File: config.mk
export PLATFORM = sky130hd
export DESIGN_NAME = dp_core
export DESIGN_NICKNAME = d
export VERILOG_FILES = /design/src/cpu_pkg.sv /design/src/dp_core.sv /design/src/execute_unit.sv /design/src/alu.sv /design/src/operand_shifter.sv /design/src/reg_file.sv /design/src/instr_decoder.sv
export SDC_FILE = /design/constraint.sdc
export NUM_CORES = 1
export LEC_CHECK = 0
export BUFFER_PORTS_ARGS = -buffer_cell sky130_fd_sc_hd__buf_4
export CORE_ASPECT_RATIO = 0.9
export CORE_MARGIN = 3
export CORE_UTILIZATION = 29
export CTS_CLUSTER_DIAMETER = 100
export DETAILED_ROUTE_END_ITERATION = 8
export PLACE_DENSITY = 0.53
export RECOVER_POWER = 50
export SYNTH_ARGS = -nofsm -noshare
export SYNTH_HDL_FRONTEND = slang
export SYNTH_HIERARCHICAL = 1
export SYNTH_SLANG_ARGS = --single-unit
File: constraint.sdc
create_clock -name clk -period 7.73 [get_ports clk]
set_input_delay 1.546 -clock clk [delete_from_list [all_inputs] [get_ports clk]]
set_output_delay 1.546 -clock clk [all_outputs]
set_load 0.01 [all_outputs]
File: src/cpu_pkg.sv
`default_nettype none

package cpu_pkg;

    localparam int NUM_REGS = 16;

    typedef logic [31:0] word_t;
    typedef logic [3:0]  reg_idx_t;
    typedef logic [3:0]  flags_t;    // N Z C V, N on top
    typedef logic [3:0]  cond_t;
    typedef logic [11:0] imm12_t;    // Instruction bits 11:0

    // Instruction opcode field as is, 1000 and 1001 (TST, TEQ) unsupported
    typedef enum logic [3:0] {
        OP_AND = 4'b0000,
        OP_EOR = 4'b0001,
        OP_SUB = 4'b0010,
        OP_RSB = 4'b0011,
        OP_ADD = 4'b0100,
        OP_ADC = 4'b0101,
        OP_SBC = 4'b0110,
        OP_RSC = 4'b0111,
        OP_CMP = 4'b1010,
        OP_CMN = 4'b1011,
        OP_ORR = 4'b1100,
        OP_MOV = 4'b1101,
        OP_BIC = 4'b1110,
        OP_MVN = 4'b1111
    } alu_op_t;

    typedef enum logic [1:0] {
        SH_LSL = 2'b00,
        SH_LSR = 2'b01,
        SH_ASR = 2'b10,
        SH_ROR = 2'b11
    } shift_t;

    localparam cond_t COND_EQ = 4'b0000;
    localparam cond_t COND_NE = 4'b0001;
    localparam cond_t COND_CS = 4'b0010;
    localparam cond_t COND_CC = 4'b0011;
    localparam cond_t COND_MI = 4'b0100;
    localparam cond_t COND_PL = 4'b0101;
    localparam cond_t COND_VS = 4'b0110;
    localparam cond_t COND_VC = 4'b0111;
    localparam cond_t COND_HI = 4'b1000;
    localparam cond_t COND_LS = 4'b1001;
    localparam cond_t COND_GE = 4'b1010;
    localparam cond_t COND_LT = 4'b1011;
    localparam cond_t COND_GT = 4'b1100;
    localparam cond_t COND_LE = 4'b1101;
    localparam cond_t COND_AL = 4'b1110;
    localparam cond_t COND_NV = 4'b1111;

endpackage

`default_nettype wire
File: src/dp_core.sv
`timescale 1ns/100ps
`default_nettype none

module dp_core (
    input  wire                 clk,
    input  wire                 rst_n,
    input  wire                 instr_valid,
    input  wire cpu_pkg::word_t instr,
    output logic                wb_valid,
    output cpu_pkg::reg_idx_t   wb_reg,
    output cpu_pkg::word_t      wb_data,
    output cpu_pkg::flags_t     flags
);

    cpu_pkg::reg_idx_t rn, rm, dec_rd, rf_waddr;
    cpu_pkg::word_t    rn_data, rm_data, rf_wdata;
    cpu_pkg::cond_t    dec_cond;
    cpu_pkg::alu_op_t  dec_op;
    cpu_pkg::imm12_t   dec_operand;
    logic              dec_valid, dec_set_flags, dec_imm_form;
    logic              rf_we;

    instr_decoder u_decoder (
        .clk           (clk),
        .rst_n         (rst_n),
        .instr_valid   (instr_valid),
        .instr         (instr),
        .rn            (rn),
        .rm            (rm),
        .dec_rd        (dec_rd),
        .dec_valid     (dec_valid),
        .dec_set_flags (dec_set_flags),
        .dec_imm_form  (dec_imm_form),
        .dec_cond      (dec_cond),
        .dec_op        (dec_op),
        .dec_operand   (dec_operand)
    );

    reg_file u_reg_file (
        .clk      (clk),
        .rn       (rn),
        .rm       (rm),
        .rf_waddr (rf_waddr),
        .rf_we    (rf_we),
        .rf_wdata (rf_wdata),
        .rn_data  (rn_data),
        .rm_data  (rm_data)
    );

    execute_unit u_execute (
        .clk           (clk),
        .rst_n         (rst_n),
        .dec_valid     (dec_valid),
        .dec_cond      (dec_cond),
        .dec_op        (dec_op),
        .dec_set_flags (dec_set_flags),
        .dec_imm_form  (dec_imm_form),
        .dec_operand   (dec_operand),
        .dec_rd        (dec_rd),
        .rn_data       (rn_data),
        .rm_data       (rm_data),
        .rf_we         (rf_we),
        .rf_waddr      (rf_waddr),
        .rf_wdata      (rf_wdata),
        .wb_valid      (wb_valid),
        .wb_reg        (wb_reg),
        .wb_data       (wb_data),
        .flags         (flags)
    );

endmodule

`default_nettype wire

File: src/execute_unit.sv
`timescale 1ns/100ps
`default_nettype none

module execute_unit (
    input  wire                    clk,
    input  wire                    rst_n,
    input  wire                    dec_valid,
    input  wire cpu_pkg::cond_t    dec_cond,
    input  wire cpu_pkg::alu_op_t  dec_op,
    input  wire                    dec_set_flags,
    input  wire                    dec_imm_form,
    input  wire cpu_pkg::imm12_t   dec_operand,
    input  wire cpu_pkg::reg_idx_t dec_rd,
    input  wire cpu_pkg::word_t    rn_data,
    input  wire cpu_pkg::word_t    rm_data,
    output logic                   rf_we,
    output cpu_pkg::reg_idx_t      rf_waddr,
    output cpu_pkg::word_t         rf_wdata,
    output logic                   wb_valid,
    output cpu_pkg::reg_idx_t      wb_reg,
    output cpu_pkg::word_t         wb_data,
    output cpu_pkg::flags_t        flags
);

    cpu_pkg::word_t  shifted;
    cpu_pkg::word_t  result;
    cpu_pkg::flags_t alu_flags;
    logic            n_f, z_f, c_f, v_f;
    logic            cond_pass;
    logic            is_compare;

    operand_shifter u_shifter (
        .imm_form (dec_imm_form),
        .operand  (dec_operand),
        .rm_data  (rm_data),
        .shifted  (shifted)
    );

    alu u_alu (
        .op        (dec_op),
        .a         (rn_data),
        .b         (shifted),
        .carry_in  (c_f),
        .result    (result),
        .alu_flags (alu_flags)
    );

    assign {n_f, z_f, c_f, v_f} = flags;

    always_comb begin
        cond_pass = 1'b0;
        case (dec_cond)
            cpu_pkg::COND_EQ: cond_pass = z_f;
            cpu_pkg::COND_NE: cond_pass = !z_f;
            cpu_pkg::COND_CS: cond_pass = c_f;
            cpu_pkg::COND_CC: cond_pass = !c_f;
            cpu_pkg::COND_MI: cond_pass = n_f;
            cpu_pkg::COND_PL: cond_pass = !n_f;
            cpu_pkg::COND_VS: cond_pass = v_f;
            cpu_pkg::COND_VC: cond_pass = !v_f;
            cpu_pkg::COND_HI: cond_pass = c_f && !z_f;
            cpu_pkg::COND_LS: cond_pass = !c_f || z_f;
            cpu_pkg::COND_GE: cond_pass = (n_f == v_f);
            cpu_pkg::COND_LT: cond_pass = (n_f != v_f);
            cpu_pkg::COND_GT: cond_pass = !z_f && (n_f == v_f);
            cpu_pkg::COND_LE: cond_pass = z_f || (n_f != v_f);
            cpu_pkg::COND_AL: cond_pass = 1'b1;
            cpu_pkg::COND_NV: cond_pass = 1'b0;
        endcase
    end

    assign is_compare = (dec_op == cpu_pkg::OP_CMP) || (dec_op == cpu_pkg::OP_CMN);

    assign rf_we    = dec_valid && cond_pass && !is_compare;
    assign rf_waddr = dec_rd;
    assign rf_wdata = result;

    always_ff @(posedge clk) begin
        if (!rst_n) begin
            wb_valid <= 1'b0;
            flags    <= '0;
        end else begin
            wb_valid <= rf_we;
            if (dec_valid && cond_pass && dec_set_flags) begin
                flags <= alu_flags;
            end
        end
    end

    always_ff @(posedge clk) begin
        wb_reg  <= rf_waddr;
        wb_data <= rf_wdata;
    end

endmodule

`default_nettype wire

File: src/alu.sv
`timescale 1ns/100ps
`default_nettype none

module alu (
    input  wire cpu_pkg::alu_op_t op,
    input  wire cpu_pkg::word_t   a,
    input  wire cpu_pkg::word_t   b,
    input  wire                   carry_in,
    output cpu_pkg::word_t        result,
    output cpu_pkg::flags_t       alu_flags
);

    cpu_pkg::word_t x;
    cpu_pkg::word_t y;
    logic           swap;
    logic           cin;
    logic [32:0]    sum;
    logic [32:0]    diff;
    logic           c;
    logic           v;

    always_comb begin
        swap = (op == cpu_pkg::OP_RSB) || (op == cpu_pkg::OP_RSC);
        x    = swap ? b : a;
        y    = swap ? a : b;
        cin  = (op == cpu_pkg::OP_ADC) || (op == cpu_pkg::OP_SBC) || (op == cpu_pkg::OP_RSC);
        cin  = cin && carry_in;

        sum  = {1'b0, x} + {1'b0, y} + {32'd0, cin};
        diff = {1'b0, x} - {1'b0, y} - {32'd0, cin};    // Bit 32 set on borrow

        c = 1'b0;
        v = 1'b0;
        case (op)
            cpu_pkg::OP_ADD, cpu_pkg::OP_ADC, cpu_pkg::OP_CMN: begin
                result = sum[31:0];
                c      = sum[32];
                v      = ~(x[31] ^ y[31]) & (x[31] ^ sum[31]);
            end
            cpu_pkg::OP_SUB, cpu_pkg::OP_SBC, cpu_pkg::OP_CMP,
            cpu_pkg::OP_RSB, cpu_pkg::OP_RSC: begin
                result = diff[31:0];
                c      = diff[32];
                v      = (x[31] ^ y[31]) & (x[31] ^ diff[31]);
            end
            cpu_pkg::OP_AND: result = a & b;
            cpu_pkg::OP_EOR: result = a ^ b;
            cpu_pkg::OP_ORR: result = a | b;
            cpu_pkg::OP_MOV: result = b;
            cpu_pkg::OP_BIC: result = a & ~b;
            cpu_pkg::OP_MVN: result = ~b;
            default:         result = '0;
        endcase

        alu_flags = {result[31], result == '0, c, v};
    end

endmodule

`default_nettype wire

File: src/operand_shifter.sv
`timescale 1ns/100ps
`default_nettype none

module operand_shifter (
    input  wire                  imm_form,
    input  wire cpu_pkg::imm12_t operand,
    input  wire cpu_pkg::word_t  rm_data,
    output cpu_pkg::word_t       shifted
);

    logic [4:0]       rot;
    logic [4:0]       amount;
    cpu_pkg::shift_t  kind;
    logic [63:0]      imm_pair;
    logic [63:0]      reg_pair;

    assign rot    = {operand[11:8], 1'b0};    // Twice the rotate field
    assign amount = operand[11:7];
    assign kind   = cpu_pkg::shift_t'(operand[6:5]);

    // Rotate right done as a shift of the doubled word
    assign imm_pair = {2{24'd0, operand[7:0]}} >> rot;
    assign reg_pair = {rm_data, rm_data} >> amount;

    always_comb begin
        if (imm_form) begin
            shifted = imm_pair[31:0];
        end else if (amount == 5'd0) begin
            shifted = rm_data;
        end else begin
            case (kind)
                cpu_pkg::SH_LSL: shifted = rm_data << amount;
                cpu_pkg::SH_LSR: shifted = rm_data >> amount;
                cpu_pkg::SH_ASR: shifted = $signed(rm_data) >>> amount;
                default:         shifted = reg_pair[31:0];    // ROR
            endcase
        end
    end

endmodule

`default_nettype wire

File: src/reg_file.sv
`timescale 1ns/100ps
`default_nettype none

module reg_file (
    input  wire                   clk,
    input  wire cpu_pkg::reg_idx_t rn,
    input  wire cpu_pkg::reg_idx_t rm,
    input  wire cpu_pkg::reg_idx_t rf_waddr,
    input  wire                   rf_we,
    input  wire cpu_pkg::word_t    rf_wdata,
    output cpu_pkg::word_t        rn_data,
    output cpu_pkg::word_t        rm_data
);

    cpu_pkg::word_t regs [cpu_pkg::NUM_REGS];

    always_ff @(posedge clk) begin
        if (rf_we) begin
            regs[rf_waddr] <= rf_wdata;
        end
    end

    // Read ports see the old value during a write cycle
    assign rn_data = regs[rn];
    assign rm_data = regs[rm];

endmodule

`default_nettype wire

File: src/instr_decoder.sv
`timescale 1ns/100ps
`default_nettype none

module instr_decoder (
    input  wire                clk,
    input  wire                rst_n,
    input  wire                instr_valid,
    input  wire cpu_pkg::word_t instr,
    output cpu_pkg::reg_idx_t  rn,
    output cpu_pkg::reg_idx_t  rm,
    output cpu_pkg::reg_idx_t  dec_rd,
    output logic               dec_valid,
    output logic               dec_set_flags,
    output logic               dec_imm_form,
    output cpu_pkg::cond_t     dec_cond,
    output cpu_pkg::alu_op_t   dec_op,
    output cpu_pkg::imm12_t    dec_operand
);

    cpu_pkg::alu_op_t opcode;
    logic             is_compare;
    logic             is_test;
    logic             data_proc;
    logic             shift_ok;
    logic             supported;

    assign opcode     = cpu_pkg::alu_op_t'(instr[24:21]);
    assign is_compare = (opcode == cpu_pkg::OP_CMP) || (opcode == cpu_pkg::OP_CMN);

    // TST and TEQ have no enum value
    assign is_test   = (instr[24:21] == 4'b1000) || (instr[24:21] == 4'b1001);
    assign data_proc = (instr[27:26] == 2'b00);

    // Register-shifted-by-register has bit 4 set with bit 25 clear
    assign shift_ok  = instr[25] || !instr[4];

    assign supported = instr_valid && data_proc && !is_test && shift_ok;

    always_ff @(posedge clk) begin
        if (!rst_n) begin
            dec_valid <= 1'b0;
        end else begin
            dec_valid <= supported;
        end
    end

    always_ff @(posedge clk) begin
        rn            <= instr[19:16];
        rm            <= instr[3:0];
        dec_rd        <= instr[15:12];
        dec_cond      <= instr[31:28];
        dec_op        <= opcode;
        dec_imm_form  <= instr[25];
        dec_operand   <= instr[11:0];
        dec_set_flags <= instr[20] || is_compare;    // Compares always set flags
    end

endmodule

`default_nettype wire

Word level (Yosys, flattened, before mapping)
Memories as Yosys holds them, arrays and structs flattened. A register that Yosys moved wholly into a read port is not among the register bits.
Cells that the tools add are included.

word-level totals
  RAM bits = 512
  memories = 1
  input port bits = 35
  output and inout bits = 41
  word-level logic and storage cells = 113
  register bits after elaboration = 68

memories
  name             words  bits a word  rd ports  clocked after memory_dff  write ports  RTL line        text
  u_reg_file.regs  16     32           2         2                         1            reg_file.sv:15  cpu_pkg::word_t regs [cpu_pkg::NUM_REGS];

operators by class
  bitwise gates (word level) = 11
  add/subtract/negate cells = 4
  mux-type cells = 11
  eq/ne operators = 36
  shift-type cells = 5
  reductions and logical operators = 34

operator list
  operator                                                                count
  32-bit case mux with 8 select lines                                     1
  32-bit 2-to-1 mux                                                       4
  32-bit case mux with 3 select lines                                     1
  4-bit equality test (second input constant)                             18
  32-bit AND                                                              2
  64-bit by 5-bit >> shifter with 32-bit output                           1
  40-bit by 5-bit >> shifter with 32-bit output                           1
  32-bit by 32-bit adder with 33-bit output                               1
  33-bit by 1-bit adder with 33-bit output                                1
  32-bit by 32-bit subtractor with 33-bit output                          1
  33-bit by 1-bit subtractor with 33-bit output                           1
  4-bit by 3-bit equality test with 1-bit output (second input constant)  8
  32-bit zero test                                                        1
  32-bit NOT                                                              1
  32-bit bitwise OR                                                       1
  32-bit by 5-bit << shifter with 32-bit output                           1
  32-bit by 5-bit >> shifter with 32-bit output                           1
  32-bit by 5-bit >>> shifter with 32-bit output                          1
  32-bit XOR                                                              1
  4-bit by 2-bit equality test with 1-bit output (second input constant)  4
  1-bit case mux with 16 select lines                                     1
  1-bit logical OR                                                        10
  1-bit logical AND                                                       9
  4-bit by 1-bit equality test with 1-bit output (second input constant)  2
  other kinds (15)                                                        28

Depth between registers and ports, before layout
  depth after elaboration = 10
  mapped depth = 31
  depth with buffers taken out = 27

Cells and area by module
The synthesis kept the hierarchy.

by module, submodules not included
  module           sequential area each (µm²)  area each (µm²)  times used  cells an instance
  reg_file         15374.7                     22907.0          1           1077
  alu              0.0                         6792.8           1           1050
  operand_shifter  0.0                         6273.5           1           871
  execute_unit     820.8                       1106.1           1           80
  instr_decoder    620.6                       703.2            1           41

Worst setup path before layout
OpenSTA, ideal clock, no wires.

  path kind = register -> register
  start point = reg u_decoder.dec_operand[0]
  end point = reg u_execute.flags[2]
  setup slack = 0.891 ns
  cell stages (with the launch flop) = 30
  library setup time = 0.072 ns
  buffers on the path = 4
  arrival time = 6.767 ns
  data required time = 7.658 ns
  clock period less this slack = 6.839 ns
  cells stage by stage = dfxtp_1 -> buf_4 -> buf_2 -> buf_2 -> mux4_2 -> a22oi_1 -> nand2_1 -> clkbuf_1 -> mux4_2 -> a222oi_1 -> mux4_2 -> nor3_1 -> a221o_1 -> a21oi_1 -> fa_1 -> inv_1 -> fa_1 -> o21a_1 -> nor2_1 -> xnor2_1 -> a21oi_1 -> o311ai_0 -> or4_1 -> nor4_2 -> nand4b_1 -> nor4_2 -> nand4b_1 -> nor4_2 -> nand2_1 -> mux2i_1

on the way
  cells in the longest elaborated chain, start to end = 7
  elaborated cells between the ends (all ways) = 15
  classes of those cells = add/sub: 4; shift: 1; mux: 4; bitwise: 5; reduce/logical: 1

ends and longest elaborated chain
  element                                                                                                      RTL line               text
  start, declared                                                                                              instr_decoder.sv:17    output cpu_pkg::imm12_t dec_operand
  start signal, assigned                                                                                       instr_decoder.sv:54    dec_operand <= instr[11:0];
  40-bit by 5-bit >> shifter with 32-bit output (*)                                                            operand_shifter.sv:22  assign imm_pair = {2{24'd0, operand[7:0]}} >> rot;
  32-bit 2-to-1 mux (*)                                                                                        operand_shifter.sv:26  if (imm_form) begin
  via u_execute.shifted[0]                                                                                     execute_unit.sv:25     cpu_pkg::word_t shifted;
  32-bit 2-to-1 mux, on equally long branches                                                                  alu.sv:24, alu.sv:25
  32-bit by 32-bit subtractor with 33-bit output or 32-bit by 32-bit adder with 33-bit output (tied branches)  alu.sv:30, alu.sv:29
  33-bit by 1-bit subtractor with 33-bit output or 33-bit by 1-bit adder with 33-bit output (tied branches)    alu.sv:30, alu.sv:29
  32-bit case mux with 8 select lines (*)                                                                      alu.sv:34              case (op)
  via rf_wdata[4]                                                                                              dp_core.sv:16          cpu_pkg::word_t rn_data, rm_data, rf_wdata;
  32-bit zero test (*)                                                                                         alu.sv:55              alu_flags = {result[31], result == '0, c, v};
  via u_execute.alu_flags[2]                                                                                   execute_unit.sv:27     cpu_pkg::flags_t alu_flags;
  end signal, assigned                                                                                         execute_unit.sv:85     flags <= alu_flags;
  end, declared                                                                                                execute_unit.sv:22     output cpu_pkg::flags_t flags

The timed path passes the listed nets; every way through them passes the cells marked *.
A chain may end at the register's enable or synchronous reset.

Worst setup path in the final report
  start point = reg u_decoder.dec_operand[0]
  end point = reg u_execute.flags[2]

on the way
  cells in the longest elaborated chain, start to end = 7
  elaborated cells between the ends (all ways) = 15
  classes of those cells = add/sub: 4; shift: 1; mux: 4; bitwise: 5; reduce/logical: 1

ends and longest elaborated chain
  element                                                                                                      RTL line
  40-bit by 5-bit >> shifter with 32-bit output (*)                                                            operand_shifter.sv:22
  32-bit 2-to-1 mux (*)                                                                                        operand_shifter.sv:26
  32-bit 2-to-1 mux, on equally long branches                                                                  alu.sv:24, alu.sv:25
  32-bit by 32-bit subtractor with 33-bit output or 32-bit by 32-bit adder with 33-bit output (tied branches)  alu.sv:30, alu.sv:29
  33-bit by 1-bit subtractor with 33-bit output or 33-bit by 1-bit adder with 33-bit output (tied branches)    alu.sv:30, alu.sv:29
  32-bit case mux with 8 select lines (*)                                                                      alu.sv:34
  via rf_wdata[2]                                                                                              dp_core.sv:16
  32-bit zero test (*)                                                                                         alu.sv:55
  via u_execute.alu_flags[2]                                                                                   execute_unit.sv:27

Marks and branches as above.

==> out/results.ini <==
[grt]
antenna_found_initial = 4
grtUsageTotal_pct = 22.16
grt_max_degree = 69
grt_use_met2_pct = 34.03
grt-ovfl-total = 0
busiest_layer = met2
first_global_vias = 29581
grt_use_met1_pct = 31.35
grt_pass1_wl_mm = 218.5
grt_util_met3_pct = 4.157

[yosys]
synth_area_leaders = edfxtp_1 (41%), mux4_2 (17%), dfxtp_1 (3.8%), a22oi_1 (3.2%), ha_1 (3.1%)
synth_edf_count = 512
ys_warn_count = 6
seq_area_frac_synth_pct = 44.51
ys_async_sr_fraction_pct = 0
synth_fp_nets = 3251
synthFlopType = edfxtp_1
yosysUniqueCellTypes = 101
netlist_area_sq_mm = 0.03778
synth_top_area_cell = edfxtp_1
synth_commonest_cells = edfxtp_1 (512), mux4_2 (292), nand2_1 (286)
avgSynthCellArea_sq_um = 12.11
yosys_register_bits = 584
yosysMostFrequentCell = edfxtp_1
yosysTopAreaCellShare_pct = 40.69
netlist_instances = 3119

[cts]
clk_pin_slew_worst_paths_ns = 0.06
cts_sinks = 584
cts_tree = done
numCtsBuffers = 68
holdBufCountCts = 0
ctsHtreeMaxLevel = 3
worstSkewPairLatency_ns = 0.66
clk_path_buf_depth = 3
cts_root_buf = clkbuf_16

[worst_setup_path]
cp_common_cell = nor4_2
cp_slowest_cell = or4b_1
critPathArrivalTime_ns = 7.96
worstSetupStartpoint = u_decoder/dec_operand[0]
crit_path_end = u_execute/flags[2]
r2r_slack_ns = 0.34
start_kind = flop
cp-end-kind = flop
r2r-start = u_decoder/dec_operand[0]
cp_max_fo = 14
worst_path_largest_cell_delay_ns = 0.54
reg2reg_depth = 27
worst-path-stages = 27
path_buf_inv = 3
reg2reg_to = u_execute/flags[2]
cpLargestDelayFamily = simple AND/OR/NAND/NOR gates
required_ns = 8.30
critical_path_class = reg -> reg

[sta]
rsz0062_at_grt = no
hold_viol_final = 0
min_period_over_period_pct = 95.62
setup_viol = 0
worst_slew_pin_slew_ns = 3.370
finalClockSkew_ns = 0.04005
maxSlewViolCount = 528
setup_tns_ns = 0
relSlewSlack_pct = -124.7
period_minus_slack_ns = 7.392
fmax_ghz = 0.1353

[routing]
vias_per_cell = 6.037
dr.pass1.iters = 8
drtIter0Drc = 3976
avgRoutedWirePerCell_um = 30.25
drt_wl_total_mm = 154.1
vias = 30744
drtAntennaViolNets = 0
drc_errors = 0

[power_and_ir_drop]
powerDensity_mw_per_mm2 = 235.2
pwr-share-seq_pct = 36.9
p_comb_share_pct = 32.4
p_int_uw = 6917
finalPower_uw = 10480
ir_drop_mv = 0.1367
switchingPower_uw = 3564
p_sw_share_pct = 34.00
p_leak_uw = 0.01545
power_frac_clock_pct = 30.8

[min_path]
hold_start = u_decoder/dec_rd[2]
hold_path_class = reg -> reg

[floorplan]
die_area_sq_mm = 0.1347
initial_core_util_pct = 29.48
io_pins = 76
num_rows = 124
coreArea_sq_mm = 0.1282
die_w_um = 386.5
die_y_um = 348.4

[placement]
dp_hpwl_mm = 105.6
port_buffers = 75
place_congestion = 1.050

[final_layout]
fin_nets = 3468
drive_gt1_share_pct = 26.67
largest_reg_flops = 512
largest_register = u_reg_file/regs
synthToLayoutAreaGrowth_pct = 17.92
top_regs = u_reg_file/regs (512), u_execute/wb_data (32), u_decoder/dec_operand (12)

[run]
maxCapViolCount = 16

[outcome]
violations = max-capacitance violations, max-slew violations
status = finished, violations left

## power by group through the flow
stage / Clock [uW] / Sequential (uW) / Combinational [uW]
after global routing: 3430 / 3870 / 3600
after floorplan: 0 / 3930 / 1830
after CTS: 3300 / 3870 / 3360
final: 3220 / 3860 / 3390
after global placement: 0 / 3930 / 3360
after detailed placement: 0 / 3930 / 3340
## final cells by class
cell class | instances | area (sq um)
Antenna cell | 3 | 7.507
Clock buffer | 87 | 1826
Sequential cell | 584 | 16840
Clock inverter | 36 | 390.4
Timing Repair Buffer | 423 | 3385
Fill cell | 12766 | 83600
Tap cell | 1701 | 2128
Multi-Input combinational cell | 2164 | 19610
Inverter | 95 | 356.6
## worst register-to-register path: stages (launching register included)
cell,delay (ns)
dfxtp_4,0.43
buf_12,0.14
clkbuf_16,0.21
mux4_2,0.52
a22oi_1,0.24
nand2_1,0.23
mux2_2,0.44
o211ai_1,0.24
o32ai_1,0.13
buf_4,0.19
o22ai_1,0.19
a221oi_1,0.13
a221o_1,0.39
and4b_1,0.28
a21o_1,0.19
fa_1,0.48
xor2_1,0.17
o22ai_1,0.11
a311o_1,0.36
or4b_1,0.54
or4_4,0.48
nor4_2,0.16
nand4b_1,0.22
nor4_2,0.20
nand4b_1,0.18
nor4_2,0.25
nand2_1,0.08
mux2i_1,0.15
## layer usage
layer	share of wire (%)	vias to the layer above
met4	3.8	0
met2	44	1790
met1	43	15774
met5	0	-
li1	-	12911
met3	9.3	269
## logic make-up after synthesis
family	Yosys count	synth area share [%]
buffers and inverters	371	4.567
muxes	426	21.13
AOI/OAI and AO/OA	842	15.89
DFF	584	44.51
xor gates and xnor gates	62	1.437
adders and majority gates	97	3.292
and+or+nand+nor	737	9.183
## per-stage QoR
| step | utilization, % | worst slack [ns] | std cells | hold slack [ns] | instance area [sq um] |
|---|---|---|---|---|---|
| after floorplan | - | 0.8912 | 3119 | 0.3319 | 37780 |
| final | 34.76 | 0.3383 | 5093 | 0.3932 | 44550 |
| after global routing | 34.76 | 0.007041 | 5090 | 0.4032 | 44540 |
| after CTS | 34.75 | 0.2454 | 5082 | 0.3915 | 44540 |
| after detailed placement | 33.02 | 0.2666 | 4959 | 0.3817 | 42320 |
| after global placement | 33.02 | 0.2817 | 4959 | 0.3835 | 42320 |
## worst min-delay path by stage
stage | end | depth (start not counted)
floorplan | u_execute/wb_reg[0] | 0
global placement | u_execute/wb_reg[2] | 0
detailed placement | u_execute/wb_reg[2] | 0
CTS | u_execute/wb_reg[3] | 0
global route | u_execute/wb_reg[2] | 0
finish | u_execute/wb_reg[2] | 0
## cell usage in the layout, fill, tap and decap left out, drive strengths merged, types with 16 or more instances in the layout
cell type / Yosys / layout
and2: 16 / 16
mux2: 46 / 46
mux2i: 88 / 88
clkinv: 1 / 24
a211oi: 29 / 29
nor2b: 23 / 23
a31oi: 17 / 17
a21oi: 143 / 143
o21a: 21 / 21
mux4: 292 / 292
inv: 94 / 101
a22oi: 160 / 160
nand2: 286 / 286
xor2: 28 / 28
o221ai: 24 / 24
buf: 126 / 335
and3: 16 / 16
a21o: 53 / 53
edfxtp: 512 / 512
o32ai: 18 / 18
a221oi: 21 / 21
ha: 93 / 93
nand2b: 22 / 22
dfxtp: 72 / 72
nand4: 25 / 25
o22ai: 47 / 47
nor3: 60 / 60
nor2: 175 / 175
o211ai: 22 / 22
nand3: 50 / 50
clkbuf: 150 / 175
xnor2: 34 / 34
o21ai: 112 / 112
## what timing repair did
item                                    CTS  global route
gates resized for setup                   0            33
endpoints found under the setup margin    0            17
setup buffers                             0             6
Power figures use the tool's default switching activity.
